[config.mk]
export PLATFORM = sky130hd
export DESIGN_NAME = periph_subsystem
export DESIGN_NICKNAME = d
export VERILOG_FILES = /design/src/periph_pkg.sv /design/src/bus_reg_bridge.sv /design/src/irq_ctrl.sv /design/src/periph_decoder.sv /design/src/periph_subsystem.sv /design/src/timer_core.sv /design/src/timer_regs.sv
export SDC_FILE = /design/constraint.sdc
export NUM_CORES = 1
export LEC_CHECK = 0
export BUFFER_PORTS_ARGS = -buffer_cell sky130_fd_sc_hd__clkbuf_2
export CORE_UTILIZATION = 60
export DETAILED_ROUTE_END_ITERATION = 12
export PLACE_DENSITY = 0.8
export SYNTH_ARGS = -nofsm -noshare
export SYNTH_HDL_FRONTEND = slang
export SYNTH_SLANG_ARGS = --single-unit
[constraint.sdc]
create_clock -name clk_i -period 3.7 [get_ports clk_i]
set_input_delay 1.11 -clock clk_i [delete_from_list [all_inputs] [get_ports clk_i]]
set_output_delay 1.11 -clock clk_i [all_outputs]
set_load 0.005 [all_outputs]
[src/periph_pkg.sv]
/*
  Shared types, peripheral indices and register offsets of the peripheral
  subsystem. Modules import it inside the body and use scoped names on ports.
*/
package periph_pkg;

  typedef logic [31:0] addr_t;
  typedef logic [31:0] data_t;
  typedef logic [3:0]  strb_t;
  typedef logic [3:0]  periph_sel_t;
  typedef logic [4:0]  irq_id_t;
  // Word index inside one peripheral
  typedef logic [2:0]  reg_idx_t;

  // Address fields
  localparam int unsigned SEL_LSB     = 12;
  localparam int unsigned REG_IDX_LSB = 2;

  localparam periph_sel_t IRQ_CTRL_IDX = 4'd0;
  localparam periph_sel_t TIMER_IDX    = 4'd1;

  // Timer word offsets
  localparam reg_idx_t TMR_CTRL     = 3'd0;
  localparam reg_idx_t TMR_PRESCALE = 3'd1;
  localparam reg_idx_t TMR_COUNT    = 3'd2;
  localparam reg_idx_t TMR_CMP0     = 3'd3;
  localparam reg_idx_t TMR_CMP1     = 3'd4;
  localparam reg_idx_t TMR_STATUS   = 3'd5;

  // Interrupt controller word offsets
  localparam reg_idx_t IRQ_ENABLE  = 3'd0;
  localparam reg_idx_t IRQ_PENDING = 3'd1;
  localparam reg_idx_t IRQ_CLAIM   = 3'd2;
  localparam reg_idx_t IRQ_MSIP    = 3'd3;

  // Bit-masked register update
  function automatic data_t masked_write(data_t old_val, data_t wdata, data_t wmask);
    return (old_val & ~wmask) | (wdata & wmask);
  endfunction

endpackage

[src/bus_reg_bridge.sv]
/*
  Core request/grant/rvalid bus to single-cycle register bus.
  Grants every request and answers one cycle later with rvalid and read data.
*/
`timescale 1ns/100ps

module bus_reg_bridge (
  input  logic             clk_i,
  input  logic             rst_i,
  input  logic             req_i,
  input  logic             we_i,
  input  periph_pkg::addr_t addr_i,
  input  periph_pkg::data_t wdata_i,
  input  periph_pkg::strb_t be_i,
  input  periph_pkg::data_t reg_rdata_i,
  output logic             gnt_o,
  output logic             rvalid_o,
  output periph_pkg::data_t rdata_o,
  output logic             reg_valid_o,
  output logic             reg_we_o,
  output periph_pkg::addr_t reg_addr_o,
  output periph_pkg::data_t reg_wdata_o,
  output periph_pkg::data_t reg_wmask_o
);
  import periph_pkg::*;

  logic  rvalid_q;
  data_t rdata_q;

  // Registers never stall, so every request is granted at once
  assign gnt_o = req_i;

  assign reg_valid_o = req_i & gnt_o;
  assign reg_we_o    = we_i;
  assign reg_addr_o  = addr_i;
  assign reg_wdata_o = wdata_i;

  // Byte enables to bit mask
  always_comb begin
    for (int b = 0; b < 4; b++) begin
      reg_wmask_o[8*b +: 8] = {8{be_i[b]}};
    end
  end

  always_ff @(posedge clk_i) begin
    if (rst_i) begin
      rvalid_q <= 1'b0;
    end else begin
      rvalid_q <= reg_valid_o;
    end
  end

  // Writes return zero data
  always_ff @(posedge clk_i) begin
    if (rst_i) begin
      rdata_q <= '0;
    end else if (reg_valid_o) begin
      rdata_q <= we_i ? '0 : reg_rdata_i;
    end
  end

  assign rvalid_o = rvalid_q;
  assign rdata_o  = rdata_q;

endmodule

[src/irq_ctrl.sv]
/*
  Interrupt controller with level sources, an enable mask, a claim ID and a
  software interrupt bit. irq_src_i[n] is interrupt ID n+1; ID 0 is reserved.
*/
`timescale 1ns/100ps

module irq_ctrl #(
  parameter int unsigned NUM_IRQ_SRC = 8
) (
  input  logic                   clk_i,
  input  logic                   rst_i,
  input  logic                   valid_i,
  input  logic                   we_i,
  input  periph_pkg::addr_t       addr_i,
  input  periph_pkg::data_t       wdata_i,
  input  periph_pkg::data_t       wmask_i,
  input  logic [NUM_IRQ_SRC-1:0] irq_src_i,
  output periph_pkg::data_t       rdata_o,
  output logic                   irq_o,
  output logic                   msip_o
);
  import periph_pkg::*;

  reg_idx_t idx;
  logic     wr_en;
  data_t    enable_q;
  data_t    pending;
  data_t    active;
  irq_id_t  claim_id;
  logic     irq_q;
  logic     msip_q;

  assign idx   = addr_i[REG_IDX_LSB +: $bits(reg_idx_t)];
  assign wr_en = valid_i & we_i;

  // Bit 0 stays low for the reserved ID
  assign pending = data_t'({irq_src_i, 1'b0});
  assign active  = pending & enable_q;

  // Lowest active ID wins
  always_comb begin
    claim_id = '0;
    for (int i = NUM_IRQ_SRC; i >= 1; i--) begin
      if (active[i]) begin
        claim_id = irq_id_t'(i);
      end
    end
  end

  always_ff @(posedge clk_i) begin
    if (rst_i) begin
      enable_q <= '0;
      msip_q   <= 1'b0;
      irq_q    <= 1'b0;
    end else begin
      if (wr_en && idx == IRQ_ENABLE) begin
        enable_q <= masked_write(enable_q, wdata_i, wmask_i);
      end
      if (wr_en && idx == IRQ_MSIP && wmask_i[0]) begin
        msip_q <= wdata_i[0];
      end
      irq_q <= |active;
    end
  end

  always_comb begin
    case (idx)
      IRQ_ENABLE:  rdata_o = enable_q;
      IRQ_PENDING: rdata_o = pending;
      IRQ_CLAIM:   rdata_o = data_t'(claim_id);
      IRQ_MSIP:    rdata_o = data_t'(msip_q);
      default:     rdata_o = '0;
    endcase
  end

  assign irq_o  = irq_q;
  assign msip_o = msip_q;

endmodule

[src/periph_decoder.sv]
/*
  Address decoder of the register bus. Picks the peripheral from the upper
  address bits, raises its valid and returns its read data.
*/
`timescale 1ns/100ps

module periph_decoder (
  input  logic             reg_valid_i,
  input  periph_pkg::addr_t reg_addr_i,
  input  periph_pkg::data_t irq_rdata_i,
  input  periph_pkg::data_t tmr_rdata_i,
  output logic             irq_valid_o,
  output logic             tmr_valid_o,
  output periph_pkg::data_t reg_rdata_o
);
  import periph_pkg::*;

  periph_sel_t sel;

  assign sel = reg_addr_i[SEL_LSB +: $bits(periph_sel_t)];

  // At most one valid, none for an unmapped index
  assign irq_valid_o = reg_valid_i && (sel == IRQ_CTRL_IDX);
  assign tmr_valid_o = reg_valid_i && (sel == TIMER_IDX);

  always_comb begin
    case (sel)
      IRQ_CTRL_IDX: reg_rdata_o = irq_rdata_i;
      TIMER_IDX:    reg_rdata_o = tmr_rdata_i;
      default:      reg_rdata_o = '0;
    endcase
  end

endmodule

[src/periph_subsystem.sv]
/*
  Peripheral subsystem top level. Core bus in, interrupt controller and
  timer behind a bridge and an address decoder.
*/
`timescale 1ns/100ps

module periph_subsystem #(
  parameter int unsigned NUM_IRQ_SRC = 8
) (
  input  logic                   clk_i,
  input  logic                   rst_i,
  input  logic                   req_i,
  input  logic                   we_i,
  input  periph_pkg::addr_t       addr_i,
  input  periph_pkg::data_t       wdata_i,
  input  periph_pkg::strb_t       be_i,
  input  logic [NUM_IRQ_SRC-1:0] irq_src_i,
  output logic                   gnt_o,
  output logic                   rvalid_o,
  output periph_pkg::data_t       rdata_o,
  output logic                   irq_o,
  output logic                   msip_o,
  output logic                   timer_intr0_o,
  output logic                   timer_intr1_o
);
  import periph_pkg::*;

  logic  reg_valid, reg_we;
  addr_t reg_addr;
  data_t reg_wdata, reg_wmask, reg_rdata;
  logic  irq_valid, tmr_valid;
  data_t irq_rdata, tmr_rdata;

  // Timer config and status
  logic  tmr_enable, match0, match1;
  data_t tmr_prescale, tmr_cmp0, tmr_cmp1, tmr_count;

  bus_reg_bridge u_bridge (
    .clk_i, .rst_i, .req_i, .we_i, .addr_i, .wdata_i, .be_i,
    .reg_rdata_i(reg_rdata),
    .gnt_o, .rvalid_o, .rdata_o,
    .reg_valid_o(reg_valid), .reg_we_o(reg_we), .reg_addr_o(reg_addr),
    .reg_wdata_o(reg_wdata), .reg_wmask_o(reg_wmask)
  );

  periph_decoder u_decoder (
    .reg_valid_i(reg_valid), .reg_addr_i(reg_addr),
    .irq_rdata_i(irq_rdata), .tmr_rdata_i(tmr_rdata),
    .irq_valid_o(irq_valid), .tmr_valid_o(tmr_valid), .reg_rdata_o(reg_rdata)
  );

  irq_ctrl #(.NUM_IRQ_SRC(NUM_IRQ_SRC)) u_irq_ctrl (
    .clk_i, .rst_i, .valid_i(irq_valid), .we_i(reg_we), .addr_i(reg_addr),
    .wdata_i(reg_wdata), .wmask_i(reg_wmask), .irq_src_i,
    .rdata_o(irq_rdata), .irq_o, .msip_o
  );

  timer_regs u_timer_regs (
    .clk_i, .rst_i, .valid_i(tmr_valid), .we_i(reg_we), .addr_i(reg_addr),
    .wdata_i(reg_wdata), .wmask_i(reg_wmask), .count_i(tmr_count),
    .match0_i(match0), .match1_i(match1), .rdata_o(tmr_rdata),
    .enable_o(tmr_enable), .prescale_o(tmr_prescale), .cmp0_o(tmr_cmp0),
    .cmp1_o(tmr_cmp1), .intr0_o(timer_intr0_o), .intr1_o(timer_intr1_o)
  );

  timer_core u_timer_core (
    .clk_i, .rst_i, .enable_i(tmr_enable), .prescale_i(tmr_prescale),
    .cmp0_i(tmr_cmp0), .cmp1_i(tmr_cmp1), .count_o(tmr_count),
    .match0_o(match0), .match1_o(match1)
  );

endmodule

[src/timer_core.sv]
/*
  Timer counting logic. A prescaler divides the clock for a free-running
  counter; two comparators pulse when the counter steps onto their value.
*/
`timescale 1ns/100ps

module timer_core (
  input  logic             clk_i,
  input  logic             rst_i,
  input  logic             enable_i,
  input  periph_pkg::data_t prescale_i,
  input  periph_pkg::data_t cmp0_i,
  input  periph_pkg::data_t cmp1_i,
  output periph_pkg::data_t count_o,
  output logic             match0_o,
  output logic             match1_o
);
  import periph_pkg::*;

  data_t presc_q;
  data_t count_q;
  data_t count_next;
  logic  tick;

  // >= so a prescale lowered mid-count still ticks
  assign tick       = enable_i && (presc_q >= prescale_i);
  assign count_next = count_q + 1'b1;

  always_ff @(posedge clk_i) begin
    if (rst_i) begin
      presc_q <= '0;
      count_q <= '0;
    end else if (enable_i) begin
      if (tick) begin
        presc_q <= '0;
        count_q <= count_next;
      end else begin
        presc_q <= presc_q + 1'b1;
      end
    end
  end

  assign match0_o = tick && (count_next == cmp0_i);
  assign match1_o = tick && (count_next == cmp1_i);
  assign count_o  = count_q;

endmodule

[src/timer_regs.sv]
/*
  Timer register block. Holds enable, prescale and compare values for the
  counter, and the sticky expired flags that drive the timer interrupts.
*/
`timescale 1ns/100ps

module timer_regs (
  input  logic             clk_i,
  input  logic             rst_i,
  input  logic             valid_i,
  input  logic             we_i,
  input  periph_pkg::addr_t addr_i,
  input  periph_pkg::data_t wdata_i,
  input  periph_pkg::data_t wmask_i,
  input  periph_pkg::data_t count_i,
  input  logic             match0_i,
  input  logic             match1_i,
  output periph_pkg::data_t rdata_o,
  output logic             enable_o,
  output periph_pkg::data_t prescale_o,
  output periph_pkg::data_t cmp0_o,
  output periph_pkg::data_t cmp1_o,
  output logic             intr0_o,
  output logic             intr1_o
);
  import periph_pkg::*;

  reg_idx_t   idx;
  logic       wr_en;
  logic       enable_q;
  data_t      prescale_q;
  data_t      cmp0_q;
  data_t      cmp1_q;
  logic [1:0] expired_q;
  logic [1:0] clr;

  assign idx   = addr_i[REG_IDX_LSB +: $bits(reg_idx_t)];
  assign wr_en = valid_i & we_i;

  // Write 1 to clear, only in enabled bytes
  assign clr = (wr_en && idx == TMR_STATUS) ? (wdata_i[1:0] & wmask_i[1:0]) : 2'b00;

  always_ff @(posedge clk_i) begin
    if (rst_i) begin
      enable_q   <= 1'b0;
      prescale_q <= '0;
      cmp0_q     <= '0;
      cmp1_q     <= '0;
      expired_q  <= 2'b00;
    end else begin
      if (wr_en) begin
        case (idx)
          TMR_CTRL:     if (wmask_i[0]) enable_q <= wdata_i[0];
          TMR_PRESCALE: prescale_q <= masked_write(prescale_q, wdata_i, wmask_i);
          TMR_CMP0:     cmp0_q <= masked_write(cmp0_q, wdata_i, wmask_i);
          TMR_CMP1:     cmp1_q <= masked_write(cmp1_q, wdata_i, wmask_i);
          default: ;
        endcase
      end
      // A match in the same cycle beats the clear
      expired_q <= (expired_q & ~clr) | {match1_i, match0_i};
    end
  end

  always_comb begin
    case (idx)
      TMR_CTRL:     rdata_o = data_t'(enable_q);
      TMR_PRESCALE: rdata_o = prescale_q;
      TMR_COUNT:    rdata_o = count_i;
      TMR_CMP0:     rdata_o = cmp0_q;
      TMR_CMP1:     rdata_o = cmp1_q;
      TMR_STATUS:   rdata_o = data_t'(expired_q);
      default:      rdata_o = '0;
    endcase
  end

  assign enable_o   = enable_q;
  assign prescale_o = prescale_q;
  assign cmp0_o     = cmp0_q;
  assign cmp1_o     = cmp1_q;
  assign intr0_o    = expired_q[0];
  assign intr1_o    = expired_q[1];

endmodule
# ---- After elaboration in Yosys (flattened, before gate mapping)
# Cells that the tools add are included.
# Widths: inputs -> output; s select.
dict set report totals {
  regBits 230
}
dict set report classes {
  addsub 2
  n_lt_le_gt_ge 1
  eq_ne 8
  mux 14
  n_bitwise 17
  reduce_logical 17
}
# op n
set op_table {}
lappend op_table {{$pmux 32 s6} 1}
lappend op_table {{$and 32x32->32} 5}
lappend op_table {{$or 32x32->32} 4}
lappend op_table {{$pmux 32 s4} 1}
lappend op_table {{$add 32x1->32 const B} 2}
lappend op_table {{$eq 32x32->1} 2}
lappend op_table {{$mux 32} 2}
lappend op_table {{$pmux 32 s2} 1}
lappend op_table {{$and 9x32->32} 1}
lappend op_table {{$ge 32x32->1} 1}
lappend op_table {{$mux 4} 8}
lappend op_table {{$not 32->32} 1}
lappend op_table {{$reduce_or 32->1} 1}
lappend op_table {{$logic_and 1x1->1} 9}
lappend op_table {{$reduce_and 2->1} 4}
lappend op_table {{$eq 3x2->1 const B} 2}
lappend op_table {{$eq 3x3->1 const B} 2}
lappend op_table {{$and 2x2->2} 2}
lappend op_table {{$eq 4x1->1 const B} 1}
lappend op_table {{$logic_not 4->1} 1}
lappend op_table {{$eq 3x1->1 const B} 1}
lappend op_table {{$logic_not 3->1} 1}
lappend op_table {{$reduce_and 3->1} 1}
lappend op_table {{$and 1x1->1} 2}
lappend op_table {{other kinds (3)} 3}

# ---- Longest topological paths before layout
dict set report depth {
  ltp_word 12
  ltp_mapped 11
  depth_no_buf 10
}

# ---- Cells and area by module
# A second synthesis with hierarchy kept.
dict set report hier_totals {
  hier_cells 1847
  area_unflattened_um2 15596.2
}
# mod n_inst cells_per_inst area_per_inst_um2 seq_area_each_um2
set modules_own_cells {}
lappend modules_own_cells {timer_regs 1 625 5646.7 1981.9}
lappend modules_own_cells {timer_core 1 689 5446.5 1281.2}
lappend modules_own_cells {bus_reg_bridge 1 243 2113.3 660.6}
lappend modules_own_cells {irq_ctrl 1 214 1840.5 680.7}
lappend modules_own_cells {periph_decoder 1 76 549.3 0.0}

# ---- Worst setup path after synthesis
# OpenSTA, ideal clock, no wires.
dict set report synth_timing {
  path_type {input to register}
  from {input port addr_i[13]}
  to {register with a tool-made name}
  setup_ns 0.070
  t_arrival_ns 2.785
  required_time_ns 3.630
  setup_slack_ns 0.844
  cell_stages 8
  n_path_buf 3
  cell_sequence {nor4_1 -> and2_1 -> clkbuf_1 -> and3_1 -> clkbuf_1 -> clkbuf_1 -> nand3_1 -> a21oi_1}
}
# item line
set synth_lines {}
lappend synth_lines {{start, declared} periph_subsystem.sv:14} ;# input periph_pkg::addr_t addr_i,

# ---- Worst setup path after layout
dict set report layout_timing {
  from {register u_timer_core.count_q[2], in the netlist u_timer_core.count_o[2]}
  to {register u_timer_regs.expired_q[1]}
}
dict set report layout_between {
  elab_chain_len 4
}
# item line
set layout_rtl {}
lappend layout_rtl {{start, declared} timer_core.sv:21} ;# data_t count_q;
lappend layout_rtl {{start signal, assigned} timer_core.sv:36} ;# count_q <= count_next;
lappend layout_rtl {{$add 32x1->32} timer_core.sv:27} ;# assign count_next = count_q + 1'b1;
lappend layout_rtl {{$eq 32x32->1} timer_core.sv:44} ;# assign match1_o = tick && (count_next == cmp1_i);
lappend layout_rtl {{$logic_and 1x1->1} timer_core.sv:44}
lappend layout_rtl {{$or 2x2->2} timer_regs.sv:61} ;# expired_q <= (expired_q & ~clr) | {match1_i, match0_i};
lappend layout_rtl {{end signal, assigned} timer_regs.sv:61}
lappend layout_rtl {{end, declared} timer_regs.sv:34} ;# logic [1:0] expired_q;
# No other way between the ends.
# A chain may end at the register's enable or synchronous reset.

==> run metrics <==
pins over their slew limit 0; initial core utilization 62.0%; last weighted congestion value of the routability-driven placer 1.01; Antenna Cells 0; count of flip-flops with a built-in enable after synthesis 0; depth of the CTS H-tree 1; Post-CTS Setup Inserts 0; post-detailed-route via-to-cell ratio 6.23; cell count after synthesis ~1,600; cell with the biggest individual delay on the critical path sky130_fd_sc_hd__nor4b_1; final number of hold-violating endpoints 0; critical path type reg2reg; area overhead of the layout relative to synthesis 11.4%; GRT Total Usage around 34%; # resized after CTS 0; run status complete, no violations; required time of the critical path 4.14 ns; DRT iter0 DRCs 1,365; count of nets left with antenna violations after detail routing 0; maximum number of pins on one net before global-route repair 141; final design instance area without fill ~0.014 sq mm; FP Rows 52; number of ports placed on the die boundary 118; overall die area 0.0218 sq mm; final setup slack of the worst path 0.464 ns; Post-Route Hold Slack roughly 0.46 ns; number of max-cap violations 0; Max Clk Rate ~310 MHz; root buffer selected by CTS sky130_fd_sc_hd__clkbuf_16; layout cell share with drive strength beyond 1 12.2%; port bufs 92; CTS buffer count 25; Pwr Density roughly 360 mW/mm^2; Tot Pwr 5.13 mW; Core Util, Final 69.0%; setup repair after global routing missed its margin no; remaining design rule violation count 0; Post-Place Cell Area around 0.013 sq mm; first-pass GRT wire length ~60 mm; most frequent CP cell sky130_fd_sc_hd__or3_1; detailed-route wire length per cell around 20 microns; DP Worst Slack about 0.48 ns; die boundary height 148 microns; Worst slew margin 29.1%; HPWL after detailed placement 27.0 mm; clock-pin slew on the worst setup and hold paths 0.06 ns; CTS Hold Buffers Added 0; synthesis warning total 0; data arrival time of the critical path 3.67 ns; Final Critical Period roughly 3.2 ns; maximum clock skew at final layout between 0.01 and 0.015 ns; deepest clock path buffer count 3; Placed Instances 1,848; commonest cells after routing, fill and taps aside sky130_fd_sc_hd__dfxtp_1, sky130_fd_sc_hd__nor2_1, sky130_fd_sc_hd__nand2_1, sky130_fd_sc_hd__a21oi_1, sky130_fd_sc_hd__clkbuf_2; TritonRoute pass-1 iters 6; Final Cycle Share 87.5%; nets in the synthesized netlist 1,675; final std cells w/o fill 1,894; average size of a mapped cell 8.14 sq um; summed negative setup slack over all endpoints 0 ns; via count of the first global-routing pass 11,105; width of the die about 150 microns; leakage power summed over all cells 5.63 nW; total wire length after detailed routing around 37 mm; initial antenna violation count 0; post-synthesis async set-or-reset flop share 0%; CP Capture Type flip-flop; Final #Nets 1,719; number of sinks handled by clock tree synthesis 230; Max stage delay on crit path about 0.73 ns; class of the most critical hold timing path reg2reg; final-report setup violation count 0; flop and latch count out of synthesis 230; Worst Max-Slew Pin Slew 1.06 ns; via count 11,803; Syn Std Cell Area 0.0127 sq mm; unique cell type count in the Yosys netlist 65; core region area 0.0205 sq mm; TritonCTS clock tree yes; maximum VDD drop 0.319 mV; dominant synthesized flop cell sky130_fd_sc_hd__dfxtp_1; most frequent standard cell in the layout excluding fill and tap cells sky130_fd_sc_hd__dfxtp_1; grt total ovfl 0; Clk Latency, worst-skew pair 0.54 ns; CP cell instances nand3_4 -> or3_1 -> nor4b_1 -> xnor2_1 -> o2111ai_1 -> or3_1 -> o41ai_2; Crit Path Max Fanout 11; share of the yosys chip area belonging to registers between 30% and 40%; launching element type of the critical path flip-flop
[power breakdown]
part	switching, mW	internal, mW	leakage (nW)
clock network	1.06	1.40	0.402
logic	0.143	0.0489	3.38
registers	0.00137	2.48	1.85
[layer usage]
layer | routed length, microns | GRT usage (%)
met1 | 16100 | 47.7
met2 | 16400 | 52.8
met3 | 3490 | 6.14
met4 | 1320 | 12.8
met5 | 0 | 0
[cell usage after synthesis (5+ instances only)]
| cell type | count | area [sq um] |
|---|---|---|
| sky130_fd_sc_hd__ha_1 | 34 | 425 |
| sky130_fd_sc_hd__nand2_1 | 144 | 541 |
| sky130_fd_sc_hd__a221oi_1 | 34 | 298 |
| sky130_fd_sc_hd__dfxtp_1 | 230 | 4600 |
| sky130_fd_sc_hd__a22oi_1 | 11 | 82.6 |
| sky130_fd_sc_hd__or3_1 | 13 | 81.3 |
| sky130_fd_sc_hd__and2_1 | 6 | 37.5 |
| sky130_fd_sc_hd__a22o_1 | 30 | 263 |
| sky130_fd_sc_hd__nand2b_1 | 9 | 56.3 |
| sky130_fd_sc_hd__o21a_1 | 6 | 45.0 |
| sky130_fd_sc_hd__a31oi_1 | 7 | 43.8 |
| sky130_fd_sc_hd__a211oi_1 | 9 | 67.6 |
| sky130_fd_sc_hd__nor3_1 | 27 | 135 |
| sky130_fd_sc_hd__nand3_1 | 87 | 435 |
| sky130_fd_sc_hd__nor2b_1 | 40 | 250 |
| sky130_fd_sc_hd__clkbuf_1 | 81 | 304 |
| sky130_fd_sc_hd__mux2i_1 | 79 | 791 |
| sky130_fd_sc_hd__nor2_1 | 190 | 713 |
| sky130_fd_sc_hd__o22ai_1 | 11 | 68.8 |
| sky130_fd_sc_hd__xnor2_1 | 80 | 701 |
| sky130_fd_sc_hd__nor4_1 | 8 | 50.1 |
| sky130_fd_sc_hd__o21ai_0 | 71 | 355 |
| sky130_fd_sc_hd__buf_2 | 19 | 95.1 |
| sky130_fd_sc_hd__buf_4 | 5 | 37.5 |
| sky130_fd_sc_hd__and4_1 | 5 | 43.8 |
| sky130_fd_sc_hd__a21oi_1 | 109 | 546 |
| sky130_fd_sc_hd__and3_1 | 12 | 75.1 |
| sky130_fd_sc_hd__nand4_1 | 29 | 181 |
| sky130_fd_sc_hd__inv_1 | 45 | 169 |
| sky130_fd_sc_hd__xor2_1 | 63 | 552 |
[worst max-delay path: cells and delay by family, from the launching register on]
kind	cells	cell delay (ns)
flops	1	0.65
simple gates	4	1.86
xor+xnor	1	0.20
compound gates	2	0.43
[cell type report]
class | count | area (sq um)
multi-input cells | 1174 | 7470
fillers | 1691 | 6350
clock inverters | 9 | 51.3
clock buffers | 37 | 751
repair buffers | 129 | 769
flip-flops and latches | 230 | 4600
well taps | 270 | 338
inverters | 45 | 169
[cell families after synthesis]
group | after synthesis | synth area share, %
AO/OA/AOI/OAI | 316 | 16.0
XOR/XNOR | 143 | 9.86
adder cells (fa/ha/maj) | 34 | 3.35
buffers and inverters | 157 | 5.10
flip-flops | 230 | 36.2
multiplexers | 80 | 6.40
AND/OR/NAND/NOR | 601 | 23.1
[worst paths after layout]
kind / cells past startpoint / slack, ns / from / endpoint
setup reg to reg: 7 / 0.46 / u_timer_core.count_o[2] / u_timer_regs.expired_q[1]
hold / removal: 2 / 0.46 / flip-flop / flip-flop
hold reg to reg: 2 / 0.46 / flip-flop / flip-flop
setup / recovery: 7 / 0.46 / u_timer_core.count_o[2] / u_timer_regs.expired_q[1]
(Power assumes the default switching activity.)
